`src/gpio_pkg.sv`:
```
// GPIO subsystem shared definitions
// Bus widths, response codes, address map, register offsets
// and the request and response structs of the AXI4-Lite style bus

package gpio_pkg;

  //////////////////////////////////////////////////
  // Bus widths
  //////////////////////////////////////////////////

  localparam int unsigned ADDR_W = 16;
  localparam int unsigned DATA_W = 32;

  typedef logic [ADDR_W-1:0] addr_t;
  typedef logic [DATA_W-1:0] data_t;

  // Response codes
  // EXOKAY is never produced
  typedef enum logic [1:0] {
    RESP_OKAY   = 2'd0,
    RESP_SLVERR = 2'd2,
    RESP_DECERR = 2'd3
  } resp_e;

  //////////////////////////////////////////////////
  // Address map
  //////////////////////////////////////////////////

  localparam addr_t SLV0_BASE = 16'h0000;
  localparam addr_t SLV1_BASE = 16'h1000;
  // 4 KB window per slave
  localparam int unsigned WIN_W = 12;

  // Register offsets inside a window
  localparam logic [3:0] REG_OE   = 4'h0;
  localparam logic [3:0] REG_OUT  = 4'h4;
  localparam logic [3:0] REG_IN   = 4'h8;
  localparam logic [3:0] REG_EDGE = 4'hC;

  //////////////////////////////////////////////////
  // Bus structs
  //////////////////////////////////////////////////

  // Master to slave
  typedef struct packed {
    logic  aw_valid;
    addr_t aw_addr;
    logic  w_valid;
    data_t w_data;
    logic  b_ready;
    logic  ar_valid;
    addr_t ar_addr;
    logic  r_ready;
  } axil_req_t;

  // Slave to master
  typedef struct packed {
    logic  aw_ready;
    logic  w_ready;
    logic  b_valid;
    resp_e b_resp;
    logic  ar_ready;
    logic  r_valid;
    data_t r_data;
    resp_e r_resp;
  } axil_rsp_t;

endpackage

```
`src/axil_decoder.sv`:
```
// AXI4-Lite style address decoder
// Routes one host bus to two slaves by the address bits above the window
// and answers unmapped accesses with a decode error

`timescale 1ns/1ps

module axil_decoder (
  input  logic                bus,
  input  logic                reset,
  input  gpio_pkg::axil_req_t host_req,
  output gpio_pkg::axil_rsp_t host_rsp,
  output gpio_pkg::axil_req_t slv_req [2],
  input  gpio_pkg::axil_rsp_t slv_rsp [2]
);

  // One hot slave hit from the address bits above the window
  function automatic logic [1:0] decode(input gpio_pkg::addr_t addr);
    logic [1:0] hit;
    hit[0] = addr[gpio_pkg::ADDR_W-1:gpio_pkg::WIN_W] ==
             gpio_pkg::SLV0_BASE[gpio_pkg::ADDR_W-1:gpio_pkg::WIN_W];
    hit[1] = addr[gpio_pkg::ADDR_W-1:gpio_pkg::WIN_W] ==
             gpio_pkg::SLV1_BASE[gpio_pkg::ADDR_W-1:gpio_pkg::WIN_W];
    return hit;
  endfunction

  //////////////////////////////////////////////////
  // Decode and selection state
  //////////////////////////////////////////////////

  logic [1:0] wr_hit;
  logic [1:0] rd_hit;
  logic       wr_miss;
  logic       rd_miss;

  // Per direction selection held while a response is pending
  logic       wr_busy;
  logic       wr_idx;
  logic       wr_err;
  logic       rd_busy;
  logic       rd_idx;
  logic       rd_err;

  // Error responder valids
  logic       err_b_valid;
  logic       err_r_valid;

  logic       wr_acc;
  logic       rd_acc;

  assign wr_hit  = decode(host_req.aw_addr);
  assign rd_hit  = decode(host_req.ar_addr);
  assign wr_miss = ~|wr_hit;
  assign rd_miss = ~|rd_hit;

  // Request accepted on the host side
  assign wr_acc = host_req.aw_valid & host_rsp.aw_ready;
  assign rd_acc = host_req.ar_valid & host_rsp.ar_ready;

  //////////////////////////////////////////////////
  // Request forwarding
  //////////////////////////////////////////////////

  always_comb begin
    for (int i = 0; i < 2; i++) begin
      // Addresses and data go to both slaves
      slv_req[i] = host_req;
      // Valid only toward the selected slave and only when idle
      slv_req[i].aw_valid = host_req.aw_valid & ~wr_busy & wr_hit[i];
      slv_req[i].w_valid  = host_req.w_valid & ~wr_busy & wr_hit[i];
      slv_req[i].ar_valid = host_req.ar_valid & ~rd_busy & rd_hit[i];
      // Response ready only toward the slave that owns the response
      slv_req[i].b_ready  = host_req.b_ready & wr_busy & ~wr_err & (wr_idx == i[0]);
      slv_req[i].r_ready  = host_req.r_ready & rd_busy & ~rd_err & (rd_idx == i[0]);
    end
  end

  //////////////////////////////////////////////////
  // Host response
  //////////////////////////////////////////////////

  always_comb begin
    // Ready from the selected slave
    // Unmapped writes need AW and W together, like the slaves
    host_rsp.aw_ready = ~wr_busy & (wr_miss ? host_req.aw_valid & host_req.w_valid :
                                              slv_rsp[wr_hit[1]].aw_ready);
    host_rsp.w_ready  = ~wr_busy & (wr_miss ? host_req.aw_valid & host_req.w_valid :
                                              slv_rsp[wr_hit[1]].w_ready);
    host_rsp.ar_ready = ~rd_busy & (rd_miss ? 1'b1 : slv_rsp[rd_hit[1]].ar_ready);

    // B routed by the stored selection
    host_rsp.b_valid = wr_busy & (wr_err ? err_b_valid : slv_rsp[wr_idx].b_valid);
    host_rsp.b_resp  = wr_err ? gpio_pkg::RESP_DECERR : slv_rsp[wr_idx].b_resp;

    // R routed by the stored selection
    host_rsp.r_valid = rd_busy & (rd_err ? err_r_valid : slv_rsp[rd_idx].r_valid);
    host_rsp.r_data  = rd_err ? '0 : slv_rsp[rd_idx].r_data;
    host_rsp.r_resp  = rd_err ? gpio_pkg::RESP_DECERR : slv_rsp[rd_idx].r_resp;
  end

  //////////////////////////////////////////////////
  // Selection registers and error responder
  //////////////////////////////////////////////////

  always_ff @(posedge bus) begin
    if (reset) begin
      wr_busy     <= 1'b0;
      wr_idx      <= 1'b0;
      wr_err      <= 1'b0;
      err_b_valid <= 1'b0;
    end else begin
      if (wr_acc) begin
        wr_busy <= 1'b1;
        wr_idx  <= wr_hit[1];
        wr_err  <= wr_miss;
      end else if (host_rsp.b_valid & host_req.b_ready) begin
        wr_busy <= 1'b0;
      end
      // Error B one cycle after acceptance, held until taken
      err_b_valid <= (wr_acc & wr_miss) | (err_b_valid & ~host_req.b_ready);
    end
  end

  always_ff @(posedge bus) begin
    if (reset) begin
      rd_busy     <= 1'b0;
      rd_idx      <= 1'b0;
      rd_err      <= 1'b0;
      err_r_valid <= 1'b0;
    end else begin
      if (rd_acc) begin
        rd_busy <= 1'b1;
        rd_idx  <= rd_hit[1];
        rd_err  <= rd_miss;
      end else if (host_rsp.r_valid & host_req.r_ready) begin
        rd_busy <= 1'b0;
      end
      // Error R mirrors the write side
      err_r_valid <= (rd_acc & rd_miss) | (err_r_valid & ~host_req.r_ready);
    end
  end

endmodule

```
`src/gpio_in_capture.sv`:
```
// GPIO input capture
// Two stage pin synchronizer with rising edge detection
// and sticky edge status cleared by write one

`timescale 1ns/1ps

module gpio_in_capture #(
  parameter int unsigned WIDTH = 8
) (
  input  logic             bus,
  input  logic             reset,
  input  logic [WIDTH-1:0] in,
  input  logic [WIDTH-1:0] clear,
  output logic [WIDTH-1:0] level,
  output logic [WIDTH-1:0] edges
);

  // First synchronizer stage
  logic [WIDTH-1:0] sync_q;
  // Level one cycle back
  logic [WIDTH-1:0] level_q;
  logic [WIDTH-1:0] rise;

  // Low to high on the synchronized level
  assign rise = level & ~level_q;

  always_ff @(posedge bus) begin
    if (reset) begin
      sync_q  <= '0;
      level   <= '0;
      level_q <= '0;
      edges   <= '0;
    end else begin
      // Pins reach level after two edges
      sync_q  <= in;
      level   <= sync_q;
      level_q <= level;
      // New edge wins over a clear in the same cycle
      edges   <= (edges & ~clear) | rise;
    end
  end

endmodule

```
`src/gpio.sv`:
```
// GPIO register block
// Output enable and output value registers, synchronized input,
// rising edge status and AXI4-Lite style write and read responses

`timescale 1ns/1ps

module gpio #(
  parameter int unsigned WIDTH = 8
) (
  input  logic                bus,
  input  logic                reset,
  input  gpio_pkg::axil_req_t regs_req,
  output gpio_pkg::axil_rsp_t regs_rsp,
  output logic [WIDTH-1:0]    oe,
  output logic [WIDTH-1:0]    out,
  input  logic [WIDTH-1:0]    in
);

  // Offset lies in the register area at the bottom of the window
  function automatic logic in_regs(input gpio_pkg::addr_t addr);
    return addr[gpio_pkg::WIN_W-1:4] == '0;
  endfunction

  logic                  wr_en;
  logic                  rd_en;
  logic                  b_valid;
  logic                  r_valid;
  gpio_pkg::data_t       r_data;
  logic [3:0]            wr_off;
  logic [3:0]            rd_off;
  logic [WIDTH-1:0]      edge_clear;
  logic [WIDTH-1:0]      in_level;
  logic [WIDTH-1:0]      in_edges;

  assign wr_off = regs_req.aw_addr[3:0];
  assign rd_off = regs_req.ar_addr[3:0];

  //////////////////////////////////////////////////
  // Input path
  //////////////////////////////////////////////////

  gpio_in_capture #(
    .WIDTH (WIDTH)
  ) capture (
    .bus   (bus),
    .reset (reset),
    .in    (in),
    .clear (edge_clear),
    .level (in_level),
    .edges (in_edges)
  );

  //////////////////////////////////////////////////
  // Write access
  //////////////////////////////////////////////////

  // AW and W together, one B in flight
  assign wr_en = regs_req.aw_valid & regs_req.w_valid & ~b_valid;

  // Write one to clear edge status
  assign edge_clear = (wr_en && in_regs(regs_req.aw_addr) && wr_off == gpio_pkg::REG_EDGE) ?
                      regs_req.w_data[WIDTH-1:0] : '0;

  always_ff @(posedge bus) begin
    if (reset) begin
      oe  <= '0;
      out <= '0;
    end else if (wr_en && in_regs(regs_req.aw_addr)) begin
      // Pins follow on the transfer edge
      if (wr_off == gpio_pkg::REG_OE)
        oe <= regs_req.w_data[WIDTH-1:0];
      if (wr_off == gpio_pkg::REG_OUT)
        out <= regs_req.w_data[WIDTH-1:0];
    end
  end

  // B valid the edge after transfer, held until b_ready
  always_ff @(posedge bus) begin
    if (reset)
      b_valid <= 1'b0;
    else
      b_valid <= wr_en | (b_valid & ~regs_req.b_ready);
  end

  //////////////////////////////////////////////////
  // Read access
  //////////////////////////////////////////////////

  assign rd_en = regs_req.ar_valid & ~r_valid;

  // Read data sampled on the AR transfer edge
  always_ff @(posedge bus) begin
    if (rd_en) begin
      r_data <= '0;
      if (in_regs(regs_req.ar_addr)) begin
        case (rd_off)
          gpio_pkg::REG_OE:   r_data <= gpio_pkg::data_t'(oe);
          gpio_pkg::REG_OUT:  r_data <= gpio_pkg::data_t'(out);
          gpio_pkg::REG_IN:   r_data <= gpio_pkg::data_t'(in_level);
          gpio_pkg::REG_EDGE: r_data <= gpio_pkg::data_t'(in_edges);
          default:            r_data <= '0;
        endcase
      end
    end
  end

  always_ff @(posedge bus) begin
    if (reset)
      r_valid <= 1'b0;
    else
      r_valid <= rd_en | (r_valid & ~regs_req.r_ready);
  end

  //////////////////////////////////////////////////
  // Response struct
  //////////////////////////////////////////////////

  always_comb begin
    regs_rsp.aw_ready = wr_en;
    regs_rsp.w_ready  = wr_en;
    regs_rsp.b_valid  = b_valid;
    // Unused offsets still answer OKAY
    regs_rsp.b_resp   = gpio_pkg::RESP_OKAY;
    regs_rsp.ar_ready = ~r_valid;
    regs_rsp.r_valid  = r_valid;
    regs_rsp.r_data   = r_data;
    regs_rsp.r_resp   = gpio_pkg::RESP_OKAY;
  end

endmodule

```
`src/gpio_top.sv`:
```
// GPIO subsystem top level
// Host bus decoder feeding an 8 pin and a 16 pin GPIO block

`timescale 1ns/1ps

module gpio_top (
  input  logic                bus,
  input  logic                reset,
  input  gpio_pkg::axil_req_t host_req,
  output gpio_pkg::axil_rsp_t host_rsp,
  output logic [7:0]          port_a_oe,
  output logic [7:0]          port_a_out,
  input  logic [7:0]          port_a_in,
  output logic [15:0]         port_b_oe,
  output logic [15:0]         port_b_out,
  input  logic [15:0]         port_b_in
);

  // Decoder to slave buses
  gpio_pkg::axil_req_t slv_req [2];
  gpio_pkg::axil_rsp_t slv_rsp [2];

  axil_decoder decoder (
    .bus      (bus),
    .reset    (reset),
    .host_req (host_req),
    .host_rsp (host_rsp),
    .slv_req  (slv_req),
    .slv_rsp  (slv_rsp)
  );

  // Slave 0 at 0x0000
  gpio #(
    .WIDTH (8)
  ) port_a (
    .bus      (bus),
    .reset    (reset),
    .regs_req (slv_req[0]),
    .regs_rsp (slv_rsp[0]),
    .oe       (port_a_oe),
    .out      (port_a_out),
    .in       (port_a_in)
  );

  // Slave 1 at 0x1000
  gpio #(
    .WIDTH (16)
  ) port_b (
    .bus      (bus),
    .reset    (reset),
    .regs_req (slv_req[1]),
    .regs_rsp (slv_rsp[1]),
    .oe       (port_b_oe),
    .out      (port_b_out),
    .in       (port_b_in)
  );

endmodule

```
`config.mk`:
```
export PLATFORM = sky130hd
export DESIGN_NAME = gpio_top
export DESIGN_NICKNAME = d
export VERILOG_FILES = /design/src/gpio_pkg.sv /design/src/axil_decoder.sv /design/src/gpio_in_capture.sv /design/src/gpio.sv /design/src/gpio_top.sv
export SDC_FILE = /design/constraint.sdc
export NUM_CORES = 1
export LEC_CHECK = 0
export ABC_AREA = 1
export BUFFER_PORTS_ARGS = -buffer_cell sky130_fd_sc_hd__buf_2
export CORE_UTILIZATION = 40
export DETAILED_ROUTE_END_ITERATION = 6
export GPL_ROUTABILITY_DRIVEN = 0
export SLEW_MARGIN = 10
export SYNTH_ARGS = -nofsm -noshare
export SYNTH_HDL_FRONTEND = slang
export SYNTH_HIERARCHICAL = 1
export SYNTH_SLANG_ARGS = --single-unit
```
`constraint.sdc`:
```
create_clock -name bus -period 4.99 [get_ports bus]
set_clock_uncertainty 0.2 [all_clocks]
set_input_delay 0.499 -clock bus [delete_from_list [all_inputs] [get_ports bus]]
set_output_delay 0.499 -clock bus [all_outputs]
set_load 0.05 [all_outputs]
```
==> summary.md <==
| Metric | Value |
|---|---|
| Static leakage | `5.13 nW` |
| First-pass GRT wire length | `37,400 µm` |
| Placed cell count | `1,791` |
| Slack of the critical path | `2190 ps` |
| CTS Sinks | `180` |
| Post-CTS setup buffer count | `0` |
| WHS Endpoint | `port_b/capture/sync_q[14]` |
| Reg2reg start | `decoder/wr_busy` |
| Area grow syn2layout | `7.17%` |
| Fmax | `357 MHz` |
| # H-tree levels | `4` |
| Clock network fraction of total power | `0.395` |
| Die ar. | `0.0254 mm²` |
| Pwr/cell area | `305 mW/mm²` |
| CTS Buf Count | `17` |
| Iteration-0 DRC Markers | `489` |
| WL/cell | `12.8 µm` |
| Total wire length | `23,400 µm` |
| Reg2Reg Setup Slack | `2390 ps` |
| Critical path capture point type | `primary output` |
| Die Width | `159 µm` |
| FF-to-FF End | `port_b/out[5]` |
| Mapped Cells | `1,431` |
| Worst slack at placement | `1870 ps` |
| Slew Limit Fails | `0` |
| Die height | `159 µm` |
| Synth Warn # | `6` |
| Startpoint Class | `input port` |
| Final setup viols | `0` |
| CTS tree | `done` |
| Post-Syn Area per Cell | `6.91 µm²` |
| Final Cycle Share | `0.561` |
| Fin crit period | `2800 ps` |
| Status | `complete, no violations` |
| Layout cells sized above 1 | `0.175` |
| Slew HR | `0.246` |
| Max-cap violations | `0` |
| DRT Pass-1 Iters | `5` |
| R2R depth | `9` |
| Crit path max fanout | `3` |
| Min-Delay Path Depth | `3` |
| Post-CTS Resized | `0` |
| Fillers | `2,611` |
| Seq pwr share | `0.473` |
| # IOs | `184` |
| Nets | `1,581` |
| Hold Crit Start | `port_b_in[14]` |
| Starting Density | `0.408` |
| TNS Setup | `0 ps` |
| Comb pwr share | `0.132` |
| Clock tree buffer depth | `2` |
| CP arrival | `2100 ps` |
| Worst Tran Pin Value | `1130 ps` |
| Hpwl dp | `16,700 µm` |
| PortBufs | `167` |
| Initial antenna violation count | `3` |
| Tot GR Track Use | `0.187` |
| Clk slew on worst S/H paths | `70 ps` |
| Root Buffer Master | `clkbuf_16` |
| Fin. Hold Viols | `0` |
| Design internal power | `2.33 mW` |
| Hold Buf Count CTS | `0` |
| Drc violations | `0` |
| Vias in the first global route | `7,177` |
| Post-Syn Area | `0.00989 mm²` |
| Total gr overflow | `0` |
| Via density | `4.42` |
| RSZ-0062 raised after global routing | `false` |
| Via count of the routed design | `8,054` |
| Final ANT Viol Nets | `0` |
| Largest net degree at the start of global routing | `52` |
| WS Path Type | `input port to primary output` |
| Switching share of power | `0.279` |
| Hold Path Class | `input port to flip-flop` |
| Worst-Skew Late Latency | `420 ps` |
| Cell Rows | `57` |
| Worst path required time | `4290 ps` |
| Fin cells | `1,824` |
| P_sw | `0.901 mW` |
| CORE AREA | `0.0242 mm²` |
| Worst VDD drop | `211 µV` |
[worst max-delay path, cell delays in order]
cell and delay [ps]:
buf_2 100, inv_1 90, nand2_1 100, nor2_1 170, inv_1 70, nor3_1 180, nand3_2 160, inv_1 150
nand3_1 90, nand3_1 100, and2_1 130, buf_2 250
[power groups by stage]
stage                     Clock [mW]  Combinational [mW]  Sequential (mW)
after floorplan                    0               0.391             1.55
after global placement             0               0.424             1.56
after detailed placement           0               0.427             1.56
after CTS                       1.31               0.428             1.53
after global routing            1.37               0.467             1.53
final                           1.28               0.426             1.53
[cell type report]
class	instances	area, µm²	share of cell area
sequential	180	3840	0.363
multi-input combinational	817	3790	0.358
inverter	301	1140	0.108
timing repair buffer	169	853	0.0805
clock buffer	21	460	0.0434
tap	324	405	0.0383
clock inverter	11	103	0.00968
antenna	1	2.50	0.000236
[routing by layer]
metal | wire length (µm) | vias up | track usage
met4 | 440 | 4 | 0.0647
met1 | 11200 | 3528 | 0.251
met2 | 10500 | 220 | 0.297
met3 | 1250 | 28 | 0.0399
li1 | - | 4274 | -
met5 | 24 | - | 0
[how the worst max path moves through the flow]
| stage | startpoint | end | slack (ps) | cells after the start |
|---|---|---|---|---|
| 3_3_place_gp | host_req[65] | port_b/oe[8] | 1960 | 12 |
| 2_1_floorplan | host_req[65] | host_rsp[40] | 2370 | 11 |
| 6_report | host_req[65] | host_rsp[40] | 2190 | 12 |
| 5_1_grt | host_req[65] | host_rsp[40] | 1980 | 12 |
| 3_5_place_dp | host_req[65] | port_b/oe[15] | 1870 | 12 |
| 4_1_cts | host_req[65] | host_rsp[40] | 2180 | 12 |
[cell usage in the layout (no fill, tap or decap), drive strengths merged, types with 2 or more instances in the layout]
| master | count |
|---|---|
| clkbuf | 21 |
| nor2 | 311 |
| and3 | 2 |
| nand2 | 194 |
| o21ai | 79 |
| clkinv | 5 |
| buf | 169 |
| conb | 48 |
| edfxtp | 24 |
| o21a | 2 |
| a21oi | 6 |
| nand3 | 93 |
| nor4 | 4 |
| nor3 | 5 |
| dfxtp | 156 |
| nand4 | 69 |
| clkinvlp | 3 |
| inv | 303 |
[sequential cells by signal, summed over array words and instances, names as in the netlist, 8 cells and up]
signal,cells
port_a/capture/edges,8
port_a/capture/level,8
port_a/capture/level_q,8
port_a/capture/sync_q,8
port_a/oe,8
port_a/out,8
port_a/r_data,8
port_b/capture/edges,16
port_b/capture/level,16
port_b/capture/level_q,16
port_b/capture/sync_q,16
port_b/oe,16
port_b/out,16
port_b/r_data,16
[stage by stage]
step	util	hold WS, ps	power, mW	cell area [µm²]
6_report	0.437	71.8	3.23	10600
5_1_grt	0.437	59.7	3.36	10600
4_1_cts	0.437	57.2	3.26	10600
3_5_place_dp	0.414	195	1.99	10000
3_3_place_gp	0.414	194	1.98	10000
2_1_floorplan	-	188	1.94	10100
Power figures use the tool's default switching activity.
